`src/include/pixel_defs.svh`:
```
`ifndef PIXEL_DEFS_SVH
`define PIXEL_DEFS_SVH

// Line buffer geometry
`define LB_DEPTH 256                   // Pixels per sprite line
`define LB_ADDR_W $clog2(`LB_DEPTH)    // X counter width

// Palette RAM address width
`define PAL_ADDR_W 12

// Watchdog timing, kept short for simulation
`define WDOG_LIMIT 64                  // Idle cycles before firing
`define WDOG_PULSE 8                   // Reset pulse length in cycles

// Decoded CPU target codes
`define REG_CODE_NONE     2'd0
`define REG_CODE_PALETTE  2'd1
`define REG_CODE_WATCHDOG 2'd2

`endif

```
`src/design/pixelPkg.sv`:
```
`default_nettype none

`include "pixel_defs.svh"

package pixelPkg;

	// Sprite pixel as stored in the line buffers
	typedef struct packed
	{
		logic [7:0] palette;   // Sprite palette number
		logic [3:0] color;     // 0 is transparent
	} spritePixel_t;

	// Fix pixel, one nibble of a fix byte
	typedef struct packed
	{
		logic [3:0] palette;   // Fix palette number
		logic [3:0] color;     // 0 lets the sprite through
	} fixPixel_t;

	// Sprite fetcher write side
	typedef struct packed
	{
		logic loadX;                    // Load write counter
		logic [`LB_ADDR_W-1:0] xPos;    // Start X of the run
		logic we;                       // Write strobe
		spritePixel_t pixel;
	} spriteWrite_t;

	// Decoded CPU target
	typedef enum logic [1:0]
	{
		REG_NONE     = `REG_CODE_NONE,
		REG_PALETTE  = `REG_CODE_PALETTE,
		REG_WATCHDOG = `REG_CODE_WATCHDOG
	} busRegion_t;

	// One CPU cycle
	typedef struct packed
	{
		logic strobe;                   // Single cycle access
		logic write;                    // Level, high for write
		busRegion_t region;
		logic [`PAL_ADDR_W-1:0] addr;   // Word address
	} cpuBus_t;

endpackage

`default_nettype wire

```
`src/design/paletteMixer.sv`:
```
`timescale 1ns/1ns
`default_nettype none

`include "pixel_defs.svh"

module paletteMixer
(
	input wire CLK_1MB,
	input wire rstN,
	input wire blank,                           // Forces address 0
	input wire pixelPkg::cpuBus_t cpu,
	input wire pixelPkg::spritePixel_t sprOut,
	input wire pixelPkg::fixPixel_t fixOut,
	output logic [`PAL_ADDR_W-1:0] paletteAddr
);

	logic blankD;      // Blank aligned to the sprite read data
	logic cpuPal;
	logic fixOpaque;
	logic [`PAL_ADDR_W-1:0] videoAddr;
	logic [`PAL_ADDR_W-1:0] nextAddr;

	// Palette access by the CPU, read or write
	assign cpuPal = cpu.strobe && (cpu.region == pixelPkg::REG_PALETTE);

	assign fixOpaque = (fixOut.color != 4'd0);

	// Fix above sprites, fix palette zero extended
	assign videoAddr = fixOpaque ? {4'b0000, fixOut.palette, fixOut.color}
		: {sprOut.palette, sprOut.color};

	// CPU first, then blanking, then video
	always_comb
	begin
		if (cpuPal)
			nextAddr = cpu.addr;
		else if (blankD)
			nextAddr = '0;
		else
			nextAddr = videoAddr;
	end

	always_ff @(posedge CLK_1MB)
	begin
		if (!rstN)
			blankD <= 1'b0;
		else
			blankD <= blank;   // Line buffer output lags by one cycle
	end

	// Palette address register
	always_ff @(posedge CLK_1MB)
	begin
		if (!rstN)
			paletteAddr <= '0;
		else
			paletteAddr <= nextAddr;
	end

endmodule

`default_nettype wire

```
`config.mk`:
```
export PLATFORM = sky130hd
export DESIGN_NAME = paletteMixer
export DESIGN_NICKNAME = d
export VERILOG_FILES = /design/src/design/pixelPkg.sv /design/src/design/paletteMixer.sv
export VERILOG_INCLUDE_DIRS = /design/src /design/src/include
export SDC_FILE = /design/constraint.sdc
export NUM_CORES = 1
export LEC_CHECK = 0
export BUFFER_PORTS_ARGS = -buffer_cell sky130_fd_sc_hd__buf_2
export CAP_MARGIN = 20
export CORE_UTILIZATION = 37
export CTS_CLUSTER_SIZE = 8
export DETAILED_ROUTE_END_ITERATION = 10
export PLACE_DENSITY = 0.85
export REMOVE_ABC_BUFFERS = 1
export SYNTH_ARGS = -nofsm -noshare
export SYNTH_HDL_FRONTEND = slang
export SYNTH_SLANG_ARGS = --single-unit
```
`constraint.sdc`:
```
create_clock -name CLK_1MB -period 3.04 [get_ports CLK_1MB]
set_input_delay 0.608 -clock CLK_1MB [delete_from_list [all_inputs] [get_ports CLK_1MB]]
set_output_delay 0.608 -clock CLK_1MB [all_outputs]
set_load 0.005 [all_outputs]
```
==> metrics.txt <==
dpl ws 1.100 ns; area grow syn2layout 50.69%; Crit Path Max Fanout 12; overall power 0.3417 mW; Clock power frac 30.2%; crit path capture paletteAddr[7]; clock sink count 13; Final WS setup 1.399 ns; result of the run complete, no violations; Syn Area/Cell 11.08 um^2; crit path kind input port to flop; PortBufs 49; pin count of the biggest net entering global routing 13; CORE AREA 1334 um^2; setup violators final 0; CTS-repair resized insts 0; initial antenna violation count 0; Hold Fails Final Rpt 0; met3 Use GR 3.333%; sw frac 23.26%; Initial Util 40.71%; sw power 0.07948 mW; Min Hold Slack 0.5385 ns; Internal 0.2622 mW; class of the worst hold path input port to flop; vias in the first global route 454; Worst VDD drop 209.7 uV; clk_lat worst skew 0.27 ns; die height 40.31 um; share of layout cells above drive strength 1 53.00%; sequential share of power 53.2%; most common cell after layout, fill and taps aside buf_2; nets 140; worst rel slew slack 50.87%; worst r2r dst paletteAddr[7]; CTS tree yes; start of the worst register-to-register path blankD; global-route wire length before repair 1842 um; Slew Viols, Final 0; global placement routability congestion 0.7081; Die Width 40.31 um; DR pass1 iterations 4; IO Count 51; routed len/inst 12.90 um; Reg clk slew, reported paths 0.08 ns; DRT iter0 DRCs 8; M2 GR Usage 30.65%; fmax 609.3 MHz; H-tree Lvls 1; Synth Register Bits 13; RSZ-0062 raised after global routing no; arrival time worst endpoint 1.79 ns; power per cell area 417.5 nW/um^2; FF-to-FF setup slack 2.03 ns; combinational share of power 16.6%; skew final 0.005232 ns; worst-margin pin slew 0.7315 ns; cell area after layout 818.3 um^2; R2R cell count 2; Worst setup EP type flop; placed cell areas 792.0 um^2; Synth cell types 14; Max Cap Viol 0; Final period util 53.99%; ANT cells 0; met1 usage 20.13%; Tmin final 1.641 ns; routed wire length 1483 um; GRT busiest layer met2; detailed placement HPWL 1214 um; Syn Inst Count 49; post-route insts no fill 115; DRC viols 0; antenna viol nets, final 0; Critical Path RT 3.19 ns; Placed Instances 111; routed vias/inst 5.148; CTS Buf Count 3; Mapped Area 543.0 um^2; CTS Hold Bufs 0; Final Util 61.35%; commonest non-fill, non-tap cells in the layout buf_2, dfxtp_1, o2bb2ai_1; grt ovf 0; sequential-to-total area share from yosys stat 47.93%; Ys Warns 0; Clock Tree Buf Depth 2; setup TNS 0 ns; Critical path origin fixOut[2]; CP Launch Type input port; die area 1625 um^2; routed vias 592; leakage power 0.3913 nW; gr usage total 17.71%; FP Rows 13; post-CTS setup buffer count 0; Root Buffer clkbuf_4
## critical path: stages
cell and delay, ns:
buf_2 0.12, nor4_4 0.68, mux2i_1 0.28, o2bb2ai_1 0.09
## how the worst min path moves through the flow
stage	startpoint	to	slack [ns]	cells after the start
global route	blank	blankD	0.53	2
global placement	blankD	paletteAddr[11]	0.56	2
CTS	cpu[5]	paletteAddr[5]	0.53	2
finish	cpu[5]	paletteAddr[5]	0.54	2
detailed placement	blankD	paletteAddr[9]	0.57	2
floorplan	blankD	paletteAddr[10]	0.53	2
## registers in the layout, summed over array words and instances (netlist names)
| signal | flops |
|---|---|
| blankD | 1 |
| paletteAddr | 12 |
## metal layers
layer | wire length [um] | vias up
li1 | - | 291
met1 | 548 | 262
met2 | 840 | 34
met3 | 85 | 5
met4 | 8 | 0
met5 | 0 | -
## power groups by stage
stage | Combinational [mW] | Sequential (mW) | Clock (mW)
2_1_floorplan | 0.0171 | 0.187 | 0
3_3_place_gp | 0.0541 | 0.185 | 0
3_5_place_dp | 0.0568 | 0.186 | 0
4_1_cts | 0.0569 | 0.182 | 0.106
5_1_grt | 0.0622 | 0.183 | 0.118
6_report | 0.0566 | 0.182 | 0.103
## cell families (layout without fill, tap and decap cells)
kind of cell,after synthesis,in the layout,share of synthesized area [%]
AO/OA/AOI/OAI,16,16,22.12
buffers and inverters,2,53,2.764
flip-flops,13,13,47.93
multiplexers,4,4,7.374
AND/OR/NAND/NOR,14,14,19.82
## layout make-up
class	instances	area, um^2
multi-input cells	34	267.8
flip-flops and latches	13	260.3
clock buffers	4	26.28
well taps	15	18.77
repair buffers	49	245.2
fillers	128	515.5
## Yosys cell counts
master / number / share of area, %
nand3b_1: 2 / 2.8
buf_6: 1 / 2.1
and3b_1: 1 / 1.6
and2_0: 1 / 1.2
o2bb2ai_1: 8 / 13
clkbuf_1: 1 / 0.69
nor4_4: 1 / 3.9
a21oi_1: 4 / 3.7
dfxtp_1: 13 / 48
nand2_1: 4 / 2.8
mux2i_1: 4 / 7.4
a21boi_1: 4 / 5.5
and2_1: 1 / 1.2
nand4b_1: 4 / 6.5
Note: power is estimated with default switching activity, not from simulation.
