[src/include/pixel_defs.svh]
`ifndef PIXEL_DEFS_SVH
`define PIXEL_DEFS_SVH

// Line buffer geometry
`define LB_DEPTH 256                   // Pixels per sprite line
`define LB_ADDR_W $clog2(`LB_DEPTH)    // X counter width

// Palette RAM address width
`define PAL_ADDR_W 12

// Watchdog timing, kept short for simulation
`define WDOG_LIMIT 64                  // Idle cycles before firing
`define WDOG_PULSE 8                   // Reset pulse length in cycles

// Decoded CPU target codes
`define REG_CODE_NONE     2'd0
`define REG_CODE_PALETTE  2'd1
`define REG_CODE_WATCHDOG 2'd2

`endif

[src/design/pixelPkg.sv]
`default_nettype none

`include "pixel_defs.svh"

package pixelPkg;

	// Sprite pixel as stored in the line buffers
	typedef struct packed
	{
		logic [7:0] palette;   // Sprite palette number
		logic [3:0] color;     // 0 is transparent
	} spritePixel_t;

	// Fix pixel, one nibble of a fix byte
	typedef struct packed
	{
		logic [3:0] palette;   // Fix palette number
		logic [3:0] color;     // 0 lets the sprite through
	} fixPixel_t;

	// Sprite fetcher write side
	typedef struct packed
	{
		logic loadX;                    // Load write counter
		logic [`LB_ADDR_W-1:0] xPos;    // Start X of the run
		logic we;                       // Write strobe
		spritePixel_t pixel;
	} spriteWrite_t;

	// Decoded CPU target
	typedef enum logic [1:0]
	{
		REG_NONE     = `REG_CODE_NONE,
		REG_PALETTE  = `REG_CODE_PALETTE,
		REG_WATCHDOG = `REG_CODE_WATCHDOG
	} busRegion_t;

	// One CPU cycle
	typedef struct packed
	{
		logic strobe;                   // Single cycle access
		logic write;                    // Level, high for write
		busRegion_t region;
		logic [`PAL_ADDR_W-1:0] addr;   // Word address
	} cpuBus_t;

endpackage

`default_nettype wire

[src/design/fixPipeline.sv]
`timescale 1ns/1ns
`default_nettype none

module fixPipeline
(
	input wire CLK_1MB,
	input wire rstN,
	input wire fixLoad,              // New byte strobe
	input wire [7:0] fixByte,        // Two fix pixels, low nibble first
	input wire [3:0] fixPal,
	output pixelPkg::fixPixel_t fixOut
);

	// Which nibble is on the output
	typedef enum logic [1:0]
	{
		FIX_IDLE,
		FIX_LOW,
		FIX_HIGH
	} fixHalf_t;

	fixHalf_t half;
	logic [7:0] byteReg;   // Latched pixel pair
	logic [3:0] palReg;    // Latched palette

	// Byte and palette latch
	always_ff @(posedge CLK_1MB)
	begin
		if (fixLoad)
		begin
			byteReg <= fixByte;
			palReg <= fixPal;
		end
	end

	// Half tracker
	always_ff @(posedge CLK_1MB)
	begin
		if (!rstN)
			half <= FIX_IDLE;
		else if (fixLoad)
			half <= FIX_LOW;   // A reload restarts at the low nibble
		else
		begin
			case (half)
				FIX_LOW:  half <= FIX_HIGH;
				FIX_HIGH: half <= FIX_IDLE;
				default:  half <= FIX_IDLE;
			endcase
		end
	end

	// Nibble select, transparent once both pixels are out
	always_comb
	begin
		fixOut.palette = palReg;
		case (half)
			FIX_LOW:  fixOut.color = byteReg[3:0];
			FIX_HIGH: fixOut.color = byteReg[7:4];
			default:  fixOut.color = 4'd0;
		endcase
	end

endmodule

`default_nettype wire

[config.mk]
export PLATFORM = sky130hd
export DESIGN_NAME = fixPipeline
export DESIGN_NICKNAME = d
export VERILOG_FILES = /design/src/design/pixelPkg.sv /design/src/design/fixPipeline.sv
export VERILOG_INCLUDE_DIRS = /design/src /design/src/include
export SDC_FILE = /design/constraint.sdc
export NUM_CORES = 1
export LEC_CHECK = 0
export ABC_AREA = 1
export BUFFER_PORTS_ARGS = -buffer_cell sky130_fd_sc_hd__buf_2
export CAP_MARGIN = 20
export CORE_AREA = 5 5 42 44
export DETAILED_ROUTE_END_ITERATION = 7
export DIE_AREA = 0 0 47 49
export GPL_TIMING_DRIVEN = 0
export PLACE_DENSITY = 0.63
export SKIP_LAST_GASP = 1
export SYNTH_ARGS = -nofsm -noshare
export SYNTH_HDL_FRONTEND = slang
export SYNTH_SLANG_ARGS = --single-unit
[constraint.sdc]
create_clock -name CLK_1MB -period 1.75 [get_ports CLK_1MB]
set_clock_uncertainty 0.2 [all_clocks]
set_input_delay 0.0875 -clock CLK_1MB [delete_from_list [all_inputs] [get_ports CLK_1MB]]
set_output_delay 0.0875 -clock CLK_1MB [all_outputs]
set_load 0.02 [all_outputs]
==> flow_metrics.tcl <==
set metrics [dict create \
    clock_sink_count 14 \
    layout.cells.non_filler 91 \
    hold_class "in -> reg" \
    power.density_nw_per_um2 809 \
    leakage_uw 0.000345 \
    cts_made_buffers 3 \
    power_frac_comb 0.124 \
    timing.setup.critical_path_class "reg -> out" \
    drc 0 \
    gp_congestion 0.598 \
    first_iter_violations 4 \
    synth.yosys.warnings 0 \
    vias_per_cell 4.19 \
    number_of_distinct_standard_cells_referenced_by_the_synthesized_netlist 7 \
    r2r_cells 4 \
    post_synth_design_cell_area_um2 498 \
    design.die.area_um2 2300 \
    worst_slew_pin_slew_ns 0.275 \
    max-cap-violations 0 \
    mappedNetlistNets 51 \
    wl_per_cell_um 9.97 \
    postCtsSetupRepairBufs 0 \
    cts_buffer_depth 2 \
    cp_cell_instances "inv_1, ha_1, a21oi_1, buf_2" \
    final_nets 93 \
    int_pwr_uw 515 \
    worstPathBufferInverterCount 2 \
    ctsResizeCount 0 \
    number_of_flip_flops_and_latches_in_the_synthesized_netlist 14 \
    r2r_slack_ns 0.71 \
    grt_setup_unrepaired "false" \
    track_usage 0.0939 \
    critPathTopFamily "flip-flops" \
    yosys.area.top_type_share 0.724 \
    numPlacedInstances 72 \
    synth_top_cell_by_area "edfxtp_1" \
    grt_first_pass_wirelength_um 1460 \
    setup_tns_ns 0 \
    detailedPlace.worstSlack_ns 0.453 \
    min_delay_worst_endpoint "palReg[0]$_DFFE_PP_" \
    worst_setup_path_start_kind "flip-flop" \
    async_flop_share 0 \
    num_vias 381 \
    cp_data_arrival_time_ns 1.30 \
    report.final.hold_viol_count 0 \
    whs_path_depth 2 \
    worstSkewPairLatency_ns 0.27 \
    cts_tree "built" \
    detail-route-antenna-nets 0 \
    grt_start_max_net_pins 15 \
    die_width_um 47 \
    sequential_power_share 0.605 \
    yosys_most_used_dff "edfxtp_1" \
    cp_max_fo 4 \
    syn2layout_area_growth_pct 61.6 \
    synth.cells.most_frequent "12 x edfxtp_1, 10 x nand2_1, 4 x a21oi_1, 3 x inv_1" \
    crit_path_start "half[0]$_SDFF_PN0_" \
    period_share 0.906 \
    critical_path.reg2reg.startpoint "half[1]$_SDFF_PP0_" \
    report.final.slew_viol_count 0 \
    drive_above_1_share 0.333 \
    drt-pass1-iter-count 2 \
    yosysMostFrequentCell "edfxtp_1" \
    fmax_ghz 0.630 \
    timing.max_slew.rel_slack 0.817 \
    fin_ws_ns 0.164 \
    syn_inst 34 \
    synth-edff-count 12 \
    worst_setup_path_end_kind "output port" \
    p_sw_uw 136 \
    finalWorstPathRequiredPeriod_ns 1.59 \
    setup_viol 0 \
    cts_hold_buf 15 \
    grt_remaining_overflow 0 \
    initial_utilization 0.355 \
    crit_path_max_incr_delay_ns 0.33 \
    fp.coreArea_um2 1400 \
    syn_avg_cell_area_um2 14.6 \
    io_pins 23 \
    clockRootBuffer "clkbuf_4" \
    netlist_top_cells_area "edfxtp_1 72%, dfxtp_1 8.0%, nand2_1 7.5%" \
    crit_required_ns 1.46 \
    timing.rr.end "half[1]$_SDFF_PP0_" \
    outcome "finished, final reports clean" \
    worst_path_max_delay_cell "dfxtp_1" \
    first_global_vias 380 \
    cts.clk_slew.worst_paths_ns 0.07 \
    die-height_um 49 \
    dp_hpwl_um 563 \
    min_from "fixPal[0]" \
    drt_wl_total_um 907 \
    vdd_ir_drop_max_uv 477 \
    synth.yosys.seq_area_share 0.804 \
    n_antenna_cell 0 \
    antenna_found_initial 0 \
    power.clock.fraction 0.271 \
    htree_levels 1 \
    switching_share 0.209 \
    io_buffers 22 \
    rows 14 \
]
final cells by class:
cell class / instances / area [um2]
fill: 123 / 597
multi-input combinational: 17 / 86.3
tap: 16 / 20.0
clock inverter: 1 / 3.75
timing repair buffer: 37 / 260
inverter: 3 / 11.3
sequential: 14 / 400
clock buffer: 3 / 22.5
sequential cells by signal, indices dropped and copies added (netlist names):
name     cells
half         2
palReg       4
byteReg      8
how the worst max path moves through the flow:
stage | cells after the start | slack [ns] | to
final | 4 | 0.16 | fixOut[1]
after global placement | 4 | 0.44 | fixOut[3]
after detailed placement | 4 | 0.45 | fixOut[1]
after CTS | 4 | 0.14 | fixOut[1]
after global routing | 5 | 0.07 | fixOut[3]
after floorplan | 3 | 0.44 | fixOut[0]
cells by family (layout without fill, tap and decap cells):
kind of cell    Yosys count  after routing  share of synthesized area
flops                    14             14                      0.804
compound gates            4              4                     0.0402
buf+inv                   3             44                     0.0226
simple gates             11             11                     0.0829
fa+ha+maj                 2              2                     0.0502
cells in the final DEF, fill, tap and decap left out:
| master | netlist | layout |
|---|---|---|
| nand2_1 | 10 | 10 |
| inv_1 | 3 | 3 |
| edfxtp_1 | 12 | 12 |
| ha_1 | 2 | 2 |
| dfxtp_1 | 2 | 2 |
| buf_2 | 0 | 22 |
| dlygate4sd3_1 | 0 | 15 |
| clkinv_1 | 0 | 1 |
| a21oi_1 | 4 | 4 |
| clkbuf_4 | 0 | 3 |
| nor2_1 | 1 | 1 |
routing by layer:
layer | vias to the layer above | global-route usage | routed length (um) | share of wire
li1 | 199 | - | - | -
met1 | 165 | 0.0814 | 303 | 0.33
met2 | 15 | 0.161 | 530 | 0.58
met3 | 2 | 0.0369 | 51 | 0.056
met4 | 0 | 0.0691 | 22 | 0.024
met5 | - | 0 | 0 | 0
stage by stage:
step / power [uW] / cell area, um2 / util / hold slack, ns
floorplan: 425 / 498 / - / -0.0405
global placement: 456 / 628 / 0.448 / 0.0641
detailed placement: 457 / 628 / 0.448 / 0.0656
CTS: 664 / 805 / 0.574 / 0.300
global route: 687 / 805 / 0.574 / 0.305
finish: 651 / 805 / 0.574 / 0.318
power by group through the flow:
stage | sequential [uW] | clock (uW) | combinational (uW)
2_1_floorplan | 412 | 0 | 13.7
3_3_place_gp | 402 | 0 | 54.3
3_5_place_dp | 401 | 0 | 55.3
4_1_cts | 394 | 189 | 80.7
5_1_grt | 396 | 202 | 87.8
6_report | 394 | 177 | 80.6
(Power assumes the default switching activity.)
