===== src/include/pixel_defs.svh =====
`ifndef PIXEL_DEFS_SVH
`define PIXEL_DEFS_SVH

// Line buffer geometry
`define LB_DEPTH 256                   // Pixels per sprite line
`define LB_ADDR_W $clog2(`LB_DEPTH)    // X counter width

// Palette RAM address width
`define PAL_ADDR_W 12

// Watchdog timing, kept short for simulation
`define WDOG_LIMIT 64                  // Idle cycles before firing
`define WDOG_PULSE 8                   // Reset pulse length in cycles

// Decoded CPU target codes
`define REG_CODE_NONE     2'd0
`define REG_CODE_PALETTE  2'd1
`define REG_CODE_WATCHDOG 2'd2

`endif


===== src/design/pixelPkg.sv =====
`default_nettype none

`include "pixel_defs.svh"

package pixelPkg;

	// Sprite pixel as stored in the line buffers
	typedef struct packed
	{
		logic [7:0] palette;   // Sprite palette number
		logic [3:0] color;     // 0 is transparent
	} spritePixel_t;

	// Fix pixel, one nibble of a fix byte
	typedef struct packed
	{
		logic [3:0] palette;   // Fix palette number
		logic [3:0] color;     // 0 lets the sprite through
	} fixPixel_t;

	// Sprite fetcher write side
	typedef struct packed
	{
		logic loadX;                    // Load write counter
		logic [`LB_ADDR_W-1:0] xPos;    // Start X of the run
		logic we;                       // Write strobe
		spritePixel_t pixel;
	} spriteWrite_t;

	// Decoded CPU target
	typedef enum logic [1:0]
	{
		REG_NONE     = `REG_CODE_NONE,
		REG_PALETTE  = `REG_CODE_PALETTE,
		REG_WATCHDOG = `REG_CODE_WATCHDOG
	} busRegion_t;

	// One CPU cycle
	typedef struct packed
	{
		logic strobe;                   // Single cycle access
		logic write;                    // Level, high for write
		busRegion_t region;
		logic [`PAL_ADDR_W-1:0] addr;   // Word address
	} cpuBus_t;

endpackage

`default_nettype wire


===== src/design/cpuWatchdog.sv =====
`timescale 1ns/1ns
`default_nettype none

`include "pixel_defs.svh"

module cpuWatchdog
(
	input wire CLK_1MB,
	input wire rstN,
	input wire pixelPkg::cpuBus_t cpu,
	output logic sysResetN     // Low during the reset pulse
);

	localparam int CNT_W = $clog2(`WDOG_LIMIT + 1);
	localparam int PULSE_W = $clog2(`WDOG_PULSE + 1);

	typedef enum logic
	{
		WD_COUNT,   // Waiting for kicks
		WD_PULSE    // Driving system reset
	} wdState_t;

	wdState_t state;
	logic [CNT_W-1:0] idleCnt;
	logic [PULSE_W-1:0] pulseCnt;
	logic kick;

	// Only writes to the watchdog region count
	assign kick = cpu.strobe && cpu.write && (cpu.region == pixelPkg::REG_WATCHDOG);

	always_ff @(posedge CLK_1MB)
	begin
		if (!rstN)
		begin
			state <= WD_COUNT;
			idleCnt <= '0;
			pulseCnt <= '0;
		end
		else
		begin
			case (state)
				WD_COUNT:
				begin
					pulseCnt <= '0;
					if (kick)
						idleCnt <= '0;
					else if (idleCnt == CNT_W'(`WDOG_LIMIT - 1))
					begin
						idleCnt <= '0;       // Rearm for after the pulse
						state <= WD_PULSE;   // Limit reached, fire
					end
					else
						idleCnt <= idleCnt + 1'b1;
				end
				WD_PULSE:
				begin
					// Kicks ignored while reset is asserted
					if (pulseCnt == PULSE_W'(`WDOG_PULSE - 1))
						state <= WD_COUNT;
					pulseCnt <= pulseCnt + 1'b1;
				end
				default: state <= WD_COUNT;
			endcase
		end
	end

	assign sysResetN = (state != WD_PULSE);

endmodule

`default_nettype wire


===== config.mk =====
export PLATFORM = sky130hd
export DESIGN_NAME = cpuWatchdog
export DESIGN_NICKNAME = d
export VERILOG_FILES = /design/src/design/pixelPkg.sv /design/src/design/cpuWatchdog.sv
export VERILOG_INCLUDE_DIRS = /design/src /design/src/include
export SDC_FILE = /design/constraint.sdc
export NUM_CORES = 1
export LEC_CHECK = 0
export BUFFER_PORTS_ARGS = -buffer_cell sky130_fd_sc_hd__buf_2
export CORE_AREA = 2 2 39 41
export CTS_BUF_LIST = sky130_fd_sc_hd__clkbuf_4 sky130_fd_sc_hd__clkbuf_8
export DETAILED_ROUTE_END_ITERATION = 10
export DIE_AREA = 0 0 41 43
export HOLD_SLACK_MARGIN = 0.1
export PLACE_DENSITY = 0.67
export SETUP_SLACK_MARGIN = 0.5
export SLEW_MARGIN = 25
export SYNTH_ARGS = -nofsm -noshare
export SYNTH_HDL_FRONTEND = slang
export SYNTH_SLANG_ARGS = --single-unit

===== constraint.sdc =====
create_clock -name CLK_1MB -period 3.6 [get_ports CLK_1MB]
set_input_delay 0.18 -clock CLK_1MB [delete_from_list [all_inputs] [get_ports CLK_1MB]]
set_output_delay 0.18 -clock CLK_1MB [all_outputs]
set_load 0.1 [all_outputs]

==> results.md, run 1 <==
* Post-synthesis register bit count at 12
* Avg Cell Area, Syn at 8.72 um2
* Pin count of the biggest net entering global routing at 13
* GR Overflow Total at 0
* Final number of setup-violating endpoints at 0
* WL/cell at 12.0 um
* Power Density at 382 nW/um2
* CTS buffer count at 3
* First drt pass iteration count at 4
* Final HPWL DP at 722 um
* Core region area at 1380 um2
* Post-CTS Hold Buffers at 0
* Initial antenna violation count at 0
* CTS tree: built
* Final Hold Vio Count at 0
* Most frequent cells in the layout: dfxtp_1 (12), nand2_1 (9), a21oi_1 (6), buf_2 (6), nor2_1 (4)
* Worst skew pair latency at 0.27 ns
* Final Critical Period at 1.53 ns
* Max-slew violation count at 0
* Area after DPL at 586 um2
* Critical Path Fanout Max at 12
* Final instance area at 608 um2
* Setup TNS at 0 ns
* DRC violations left at 0
* Yosys cell types at 22
* Skew final at 0.00146 ns
* Top-Level Pins at 19
* Syn_nets at 82
* Via count at 473
* Leakage power total at 0.224 nW
* Area delta synth->final at 12.5%
* Worst Setup End Kind: output port
* Layout Nets at 92
* Final Cycle Share at 0.424
* H-tree Lvls at 1
* Placer congestion estimate at 0.765
* CTS clock-pin slew for the worst setup and hold paths at 0.07 ns
* Vias per cell at 5.50
* Initial DRC Count at 8
* Seq/Total Area, Yosys at 0.444
* Row cnt at 14
* Most common cell after layout, fill and taps aside: dfxtp_1
* CTS max path bufs at 2
* Status: complete, no violations
* Ant diodes at 0
* Relative slew slack at 0.676
* Synthesized area at 541 um2
* PnR Total Power at 232 uW
* Setup bufs post-CTS at 0
* Vias in the first global route at 382
* PortBufs at 6
* PostCTS Resize Cnt at 0
* Min-delay worst type: input pin to register
* WP data required at 3.42 ns
* DIE WIDTH at 41 um
* Ys Warns at 0
* Synth Instances at 62
* Overall global routing resource usage at 0.141
* Kind of critical path: register to output port
* Worst Tran Pin Value at 0.490 ns
* CTS root buf: clkbuf_4
* CP startpoint kind: register
* Max Clk Rate at 655 MHz
* Die ar. at 1760 um2
* Peak supply drop at 0.000138 V
* Initial Util at 0.391
* Crit path DAT at 1.35 ns
* Max-cap viol count at 0
* CTS Sinks at 12
* Share of layout cells above drive strength 1 at 0.171
* Post-route antenna net violation count at 0
* Final wirelength at 1.03 mm
* Global-route wire length before repair at 1.63 mm
* Die H at 43 um
* RSZ-0062 raised after global routing: no
Yosys cell counts:
cell type | number | share of area
nand3_2 | 1 | 0.019
or3_2 | 2 | 0.028
nand3b_1 | 3 | 0.042
or4b_1 | 1 | 0.019
xor2_1 | 2 | 0.032
xnor2_1 | 1 | 0.016
o211ai_1 | 1 | 0.014
nand3_1 | 3 | 0.028
nand2_1 | 9 | 0.062
a211oi_1 | 1 | 0.014
a221oi_1 | 1 | 0.016
or3_1 | 1 | 0.012
a21oi_1 | 6 | 0.056
nor2_1 | 4 | 0.028
nand4b_1 | 2 | 0.032
dfxtp_1 | 12 | 0.44
and3_1 | 1 | 0.012
o21ai_0 | 3 | 0.028
o22ai_1 | 2 | 0.023
inv_1 | 3 | 0.021
buf_2 | 1 | 0.0093
ha_1 | 2 | 0.046
flip-flops by register name (all words and copies together) (netlist names):
signal / flops
pulseCnt: 4
idleCnt: 7
state: 1
kinds of logic after synthesis:
family / Yosys count / synth area share
fa+ha+maj: 2 / 0.0463
compound gates: 14 / 0.150
xor+xnor: 3 / 0.0486
simple gates: 27 / 0.280
buf+inv: 4 / 0.0301
flops: 12 / 0.444
report_power, final:
part,switching (mW),internal (mW)
registers,0.00358,0.136
clock network,0.0407,0.0387
logic,0.00689,0.00656
total,0.0511,0.181
through the flow:
| step | hold WS (ns) | instances | util | setup WS [ns] |
|---|---|---|---|---|
| after floorplan | 0.303 | 62 | - | 2.10 |
| after global placement | 0.416 | 83 | 0.423 | 2.19 |
| after detailed placement | 0.424 | 83 | 0.423 | 2.17 |
| after CTS | 0.185 | 86 | 0.439 | 2.06 |
| after global routing | 0.194 | 86 | 0.439 | 2.00 |
| final | 0.189 | 86 | 0.439 | 2.07 |
routing by layer:
metal | GRT usage | routed length, um
met5 | 0 | 0
met4 | 0.100 | 25
met3 | 0.0628 | 23
met2 | 0.166 | 460
met1 | 0.195 | 521
worst paths after layout:
path | start | endpoint | slack [ns] | depth (start not counted)
setup / recovery | state | sysResetN | 2.07 | 2
setup reg to reg | idleCnt[0] | state | 2.13 | 4
hold / removal | rstN | idleCnt[6] | 0.19 | 3
hold reg to reg | idleCnt[6] | idleCnt[6] | 0.43 | 2
worst max-delay path, stage by stage, from the launching register on:
cell and delay [ns]:
dfxtp_1 0.41, inv_1 0.20, buf_2 0.46
cell type report:
cell class / instances / area [um2]
Fill cell: 140 / 776
Multi-Input combinational cell: 46 / 284
Sequential cell: 12 / 240
Timing Repair Buffer: 6 / 30.0
Clock buffer: 3 / 22.5
Tap cell: 16 / 20.0
Inverter: 3 / 11.3
No activity file was read; power rests on OpenSTA's default activity.
==> run 2, diff against run 1 <==
--- a/config.mk
+++ b/config.mk
@@ -12,7 +12,7 @@
 export DETAILED_ROUTE_END_ITERATION = 10
 export DIE_AREA = 0 0 41 43
 export HOLD_SLACK_MARGIN = 0.1
-export PLACE_DENSITY = 0.67
+export PLACE_DENSITY = 0.7
 export SETUP_SLACK_MARGIN = 0.5
 export SLEW_MARGIN = 25
 export SYNTH_ARGS = -nofsm -noshare
==> constraint.sdc (replaced) <==
create_clock -name CLK_1MB -period 1.35 [get_ports CLK_1MB]
set_input_delay 0.0675 -clock CLK_1MB [delete_from_list [all_inputs] [get_ports CLK_1MB]]
set_output_delay 0.0675 -clock CLK_1MB [all_outputs]
set_load 0.1 [all_outputs]
==> results.md, run 2 (same netlist as run 1, synthesis figures left out) <==
* Status: complete, no violations (unchanged)
* PortBufs at 6 (unchanged)
* WP data required at 1.56 ns (was 3.42 ns)
* Crit path DAT at 1.51 ns (was 1.35 ns)
* Setup TNS at 0 ns (unchanged)
* Area delta synth->final at 66.7% (was 12.5%)
* Dpl ws at 0.0342 ns (was 2.17 ns)
* GR Layer Usage met2 at 0.288 (was 0.166)
* Multi-input logic area at 372 um2 (was 284 um2)
* Pin count of the biggest net entering global routing at 9 (was 13)
* CTS root buf: clkbuf_4 (unchanged)
* PnR Total Power at 672 uW (was 232 uW)
* Die ar. at 1760 um2 (unchanged)
* CTS clock-pin slew for the worst setup and hold paths at 0.07 ns (about the same)
* Most frequent cells in the layout: nand2_1 (9), buf_6 (8), buf_4 (8) (was dfxtp_1 (12), nand2_1 (9), a21oi_1 (6), buf_2 (6), nor2_1 (4))
* Met1 usage at 0.273 (was 0.195)
* Final wirelength at 1.48 mm (was 1.03 mm)
* Chain of cells forming the critical path: ha_4 -> nand3_4 -> or4b_4 -> a21oi_2 (was inv_1 -> buf_2)
* Final Critical Period at 1.30 ns
* Vias in the first global route at 534 (was 382)
* Largest regs: idleCnt: 7 flops, pulseCnt: 4 flops, state: 1 flops (unchanged)
* Slowest CP cell: or4b_4 (was buf_2)
* First drt pass iteration count at 4 (unchanged)
* Min-delay worst type: input pin to register (unchanged)
* Critical Path Fanout Max at 4 (was 12)
* Worst skew pair latency at 0.28 ns (was 0.27 ns)
* Final number of setup-violating endpoints at 0 (unchanged)
* GR Overflow Total at 0 (unchanged)
* Skew final at 0.00112 ns (was 0.00146 ns)
* Initial Util at 0.391 (unchanged)
* Peak supply drop at 0.000463 V (was 0.000138 V)
* Max Clk Rate at 770 MHz
* DRC violations left at 0 (unchanged)
* Area after DPL at 657 um2 (was 586 um2)
* Top-Level Pins at 19 (unchanged)
* Non-filler cells, final at 104 (was 86)
* Kind of critical path: register to register (was register to output port)
* Row cnt at 14 (unchanged)
* CTS Sinks at 12 (unchanged)
* Share of layout cells above drive strength 1 at 0.534 (was 0.171)
* Final Hold Vio Count at 0 (unchanged)
* Layout Nets at 110 (was 92)
* DIE WIDTH at 41 um (unchanged)
* Power Density at 746 nW/um2 (was 382 nW/um2)
* Vias per cell at 5.56 (was 5.50)
* Final Cycle Share at 0.963
* Leakage power total at 0.337 nW (was 0.224 nW)
* Global-route wire length before repair at 2.39 mm (was 1.63 mm)
* RSZ-0062 raised after global routing: yes (was no)
* Worst Tran Pin Value at 0.473 ns (was 0.490 ns)
* CTS max path bufs at 2 (unchanged)
* Max-cap viol count at 0 (unchanged)
* H-tree Lvls at 1 (unchanged)
* WL/cell at 14.3 um (was 12.0 um)
* Max FFs per register at 7 (unchanged)
* Most common cell after layout, fill and taps aside: nand2_1 (was dfxtp_1)
* Post-route setup slack at 0.0506 ns (was 2.07 ns)
* Placer congestion estimate at 0.827 (was 0.765)
* Post-route antenna net violation count at 0 (unchanged)
* Max-slew violation count at 0 (unchanged)
* Relative slew slack at 0.683 (was 0.676)
* Core region area at 1380 um2 (unchanged)
* Met3 Use GR at 0.0314 (was 0.0628)
* CP startpoint kind: register (unchanged)
* Hold WS at 0.0952 ns (was 0.189 ns)
* Register area at 256 um2 (was 240 um2)
* Top reg by flops: idleCnt (unchanged)
* Cells after DPL at 88 (was 83)
* Critical Path Max Stage Delay at 0.50 ns (was 0.46 ns)
* Overall global routing resource usage at 0.204 (was 0.141)
* Via count at 578 (was 473)
* Initial antenna violation count at 0 (unchanged)
* GR peak layer: met2 (was met1)
* Worst Setup End Kind: register (was output port)
* Initial DRC Count at 12 (was 8)
* Final instance area at 901 um2 (was 608 um2)
* Final HPWL DP at 809 um (was 722 um)
* Fill count at 99 (was 140)
* Ant diodes at 0 (unchanged)
* Post-layout util at 0.651 (was 0.439)
* Die H at 43 um (unchanged)
* CTS tree: built (unchanged)
* CTS buffer count at 3 (unchanged)
run 2: cell types whose count changed in the layout (fill, tap and decap cells not counted), moves of 2 or more:
| cell | delta |
|---|---|
| a21oi_1 | -2 |
| a21oi_2 | +2 |
| buf_4 | +8 |
| buf_6 | +8 |
| dfxtp_1 | -7 |
| dfxtp_2 | +4 |
| dfxtp_4 | +3 |
| dlygate4sd3_1 | +2 |
| ha_1 | -2 |
| ha_4 | +2 |
| o21ai_0 | -2 |
run 2: worst max-delay path, delay by kind of cell (launching register included):
family | cells | cell delay [ns]
flops | 1 | 0.37
compound gates | 1 | 0.12
fa+ha+maj | 1 | 0.16
simple gates | 2 | 0.59
run 2: final timing paths:
kind / startpoint / endpoint / slack [ns] / depth (start not counted)
worst min-delay path: rstN / pulseCnt[0] / 0.1 / 3
worst min register to register: idleCnt[6] / idleCnt[6] / 0.44 / 2
worst max register to register: idleCnt[0] / state / 0.05 / 4
worst max-delay path: idleCnt[0] / state / 0.05 / 4
run 2: per-layer routing:
layer / share of wire / up-vias
met4: 0.038 / 0
met1: 0.45 / 275
met5: 0 / -
li1: - / 278
met3: 0.033 / 8
met2: 0.48 / 17
run 2: where the power goes:
group	total (mW)	switching, mW	internal (mW)	leakage, nW
clock network	0.225	0.121	0.104	0.0138
registers	0.369	0.0101	0.359	0.101
logic	0.0781	0.0325	0.0456	0.222
run 2: cell type report:
| type | instances | share of cell area |
|---|---|---|
| Tap cell | 16 | 0.0222 |
| Timing Repair Buffer | 24 | 0.239 |
| Inverter | 3 | 0.0167 |
| Multi-Input combinational cell | 46 | 0.412 |
| Sequential cell | 12 | 0.285 |
| Clock buffer | 3 | 0.0250 |
run 2: repair_timing:
item,4_1_cts,5_1_grt
endpoints found under the setup margin,10,12
hold buffers,2,0
gates resized for setup,17,16
setup buffers,5,6
endpoints found under the hold margin,2,0
pin swaps,10,8
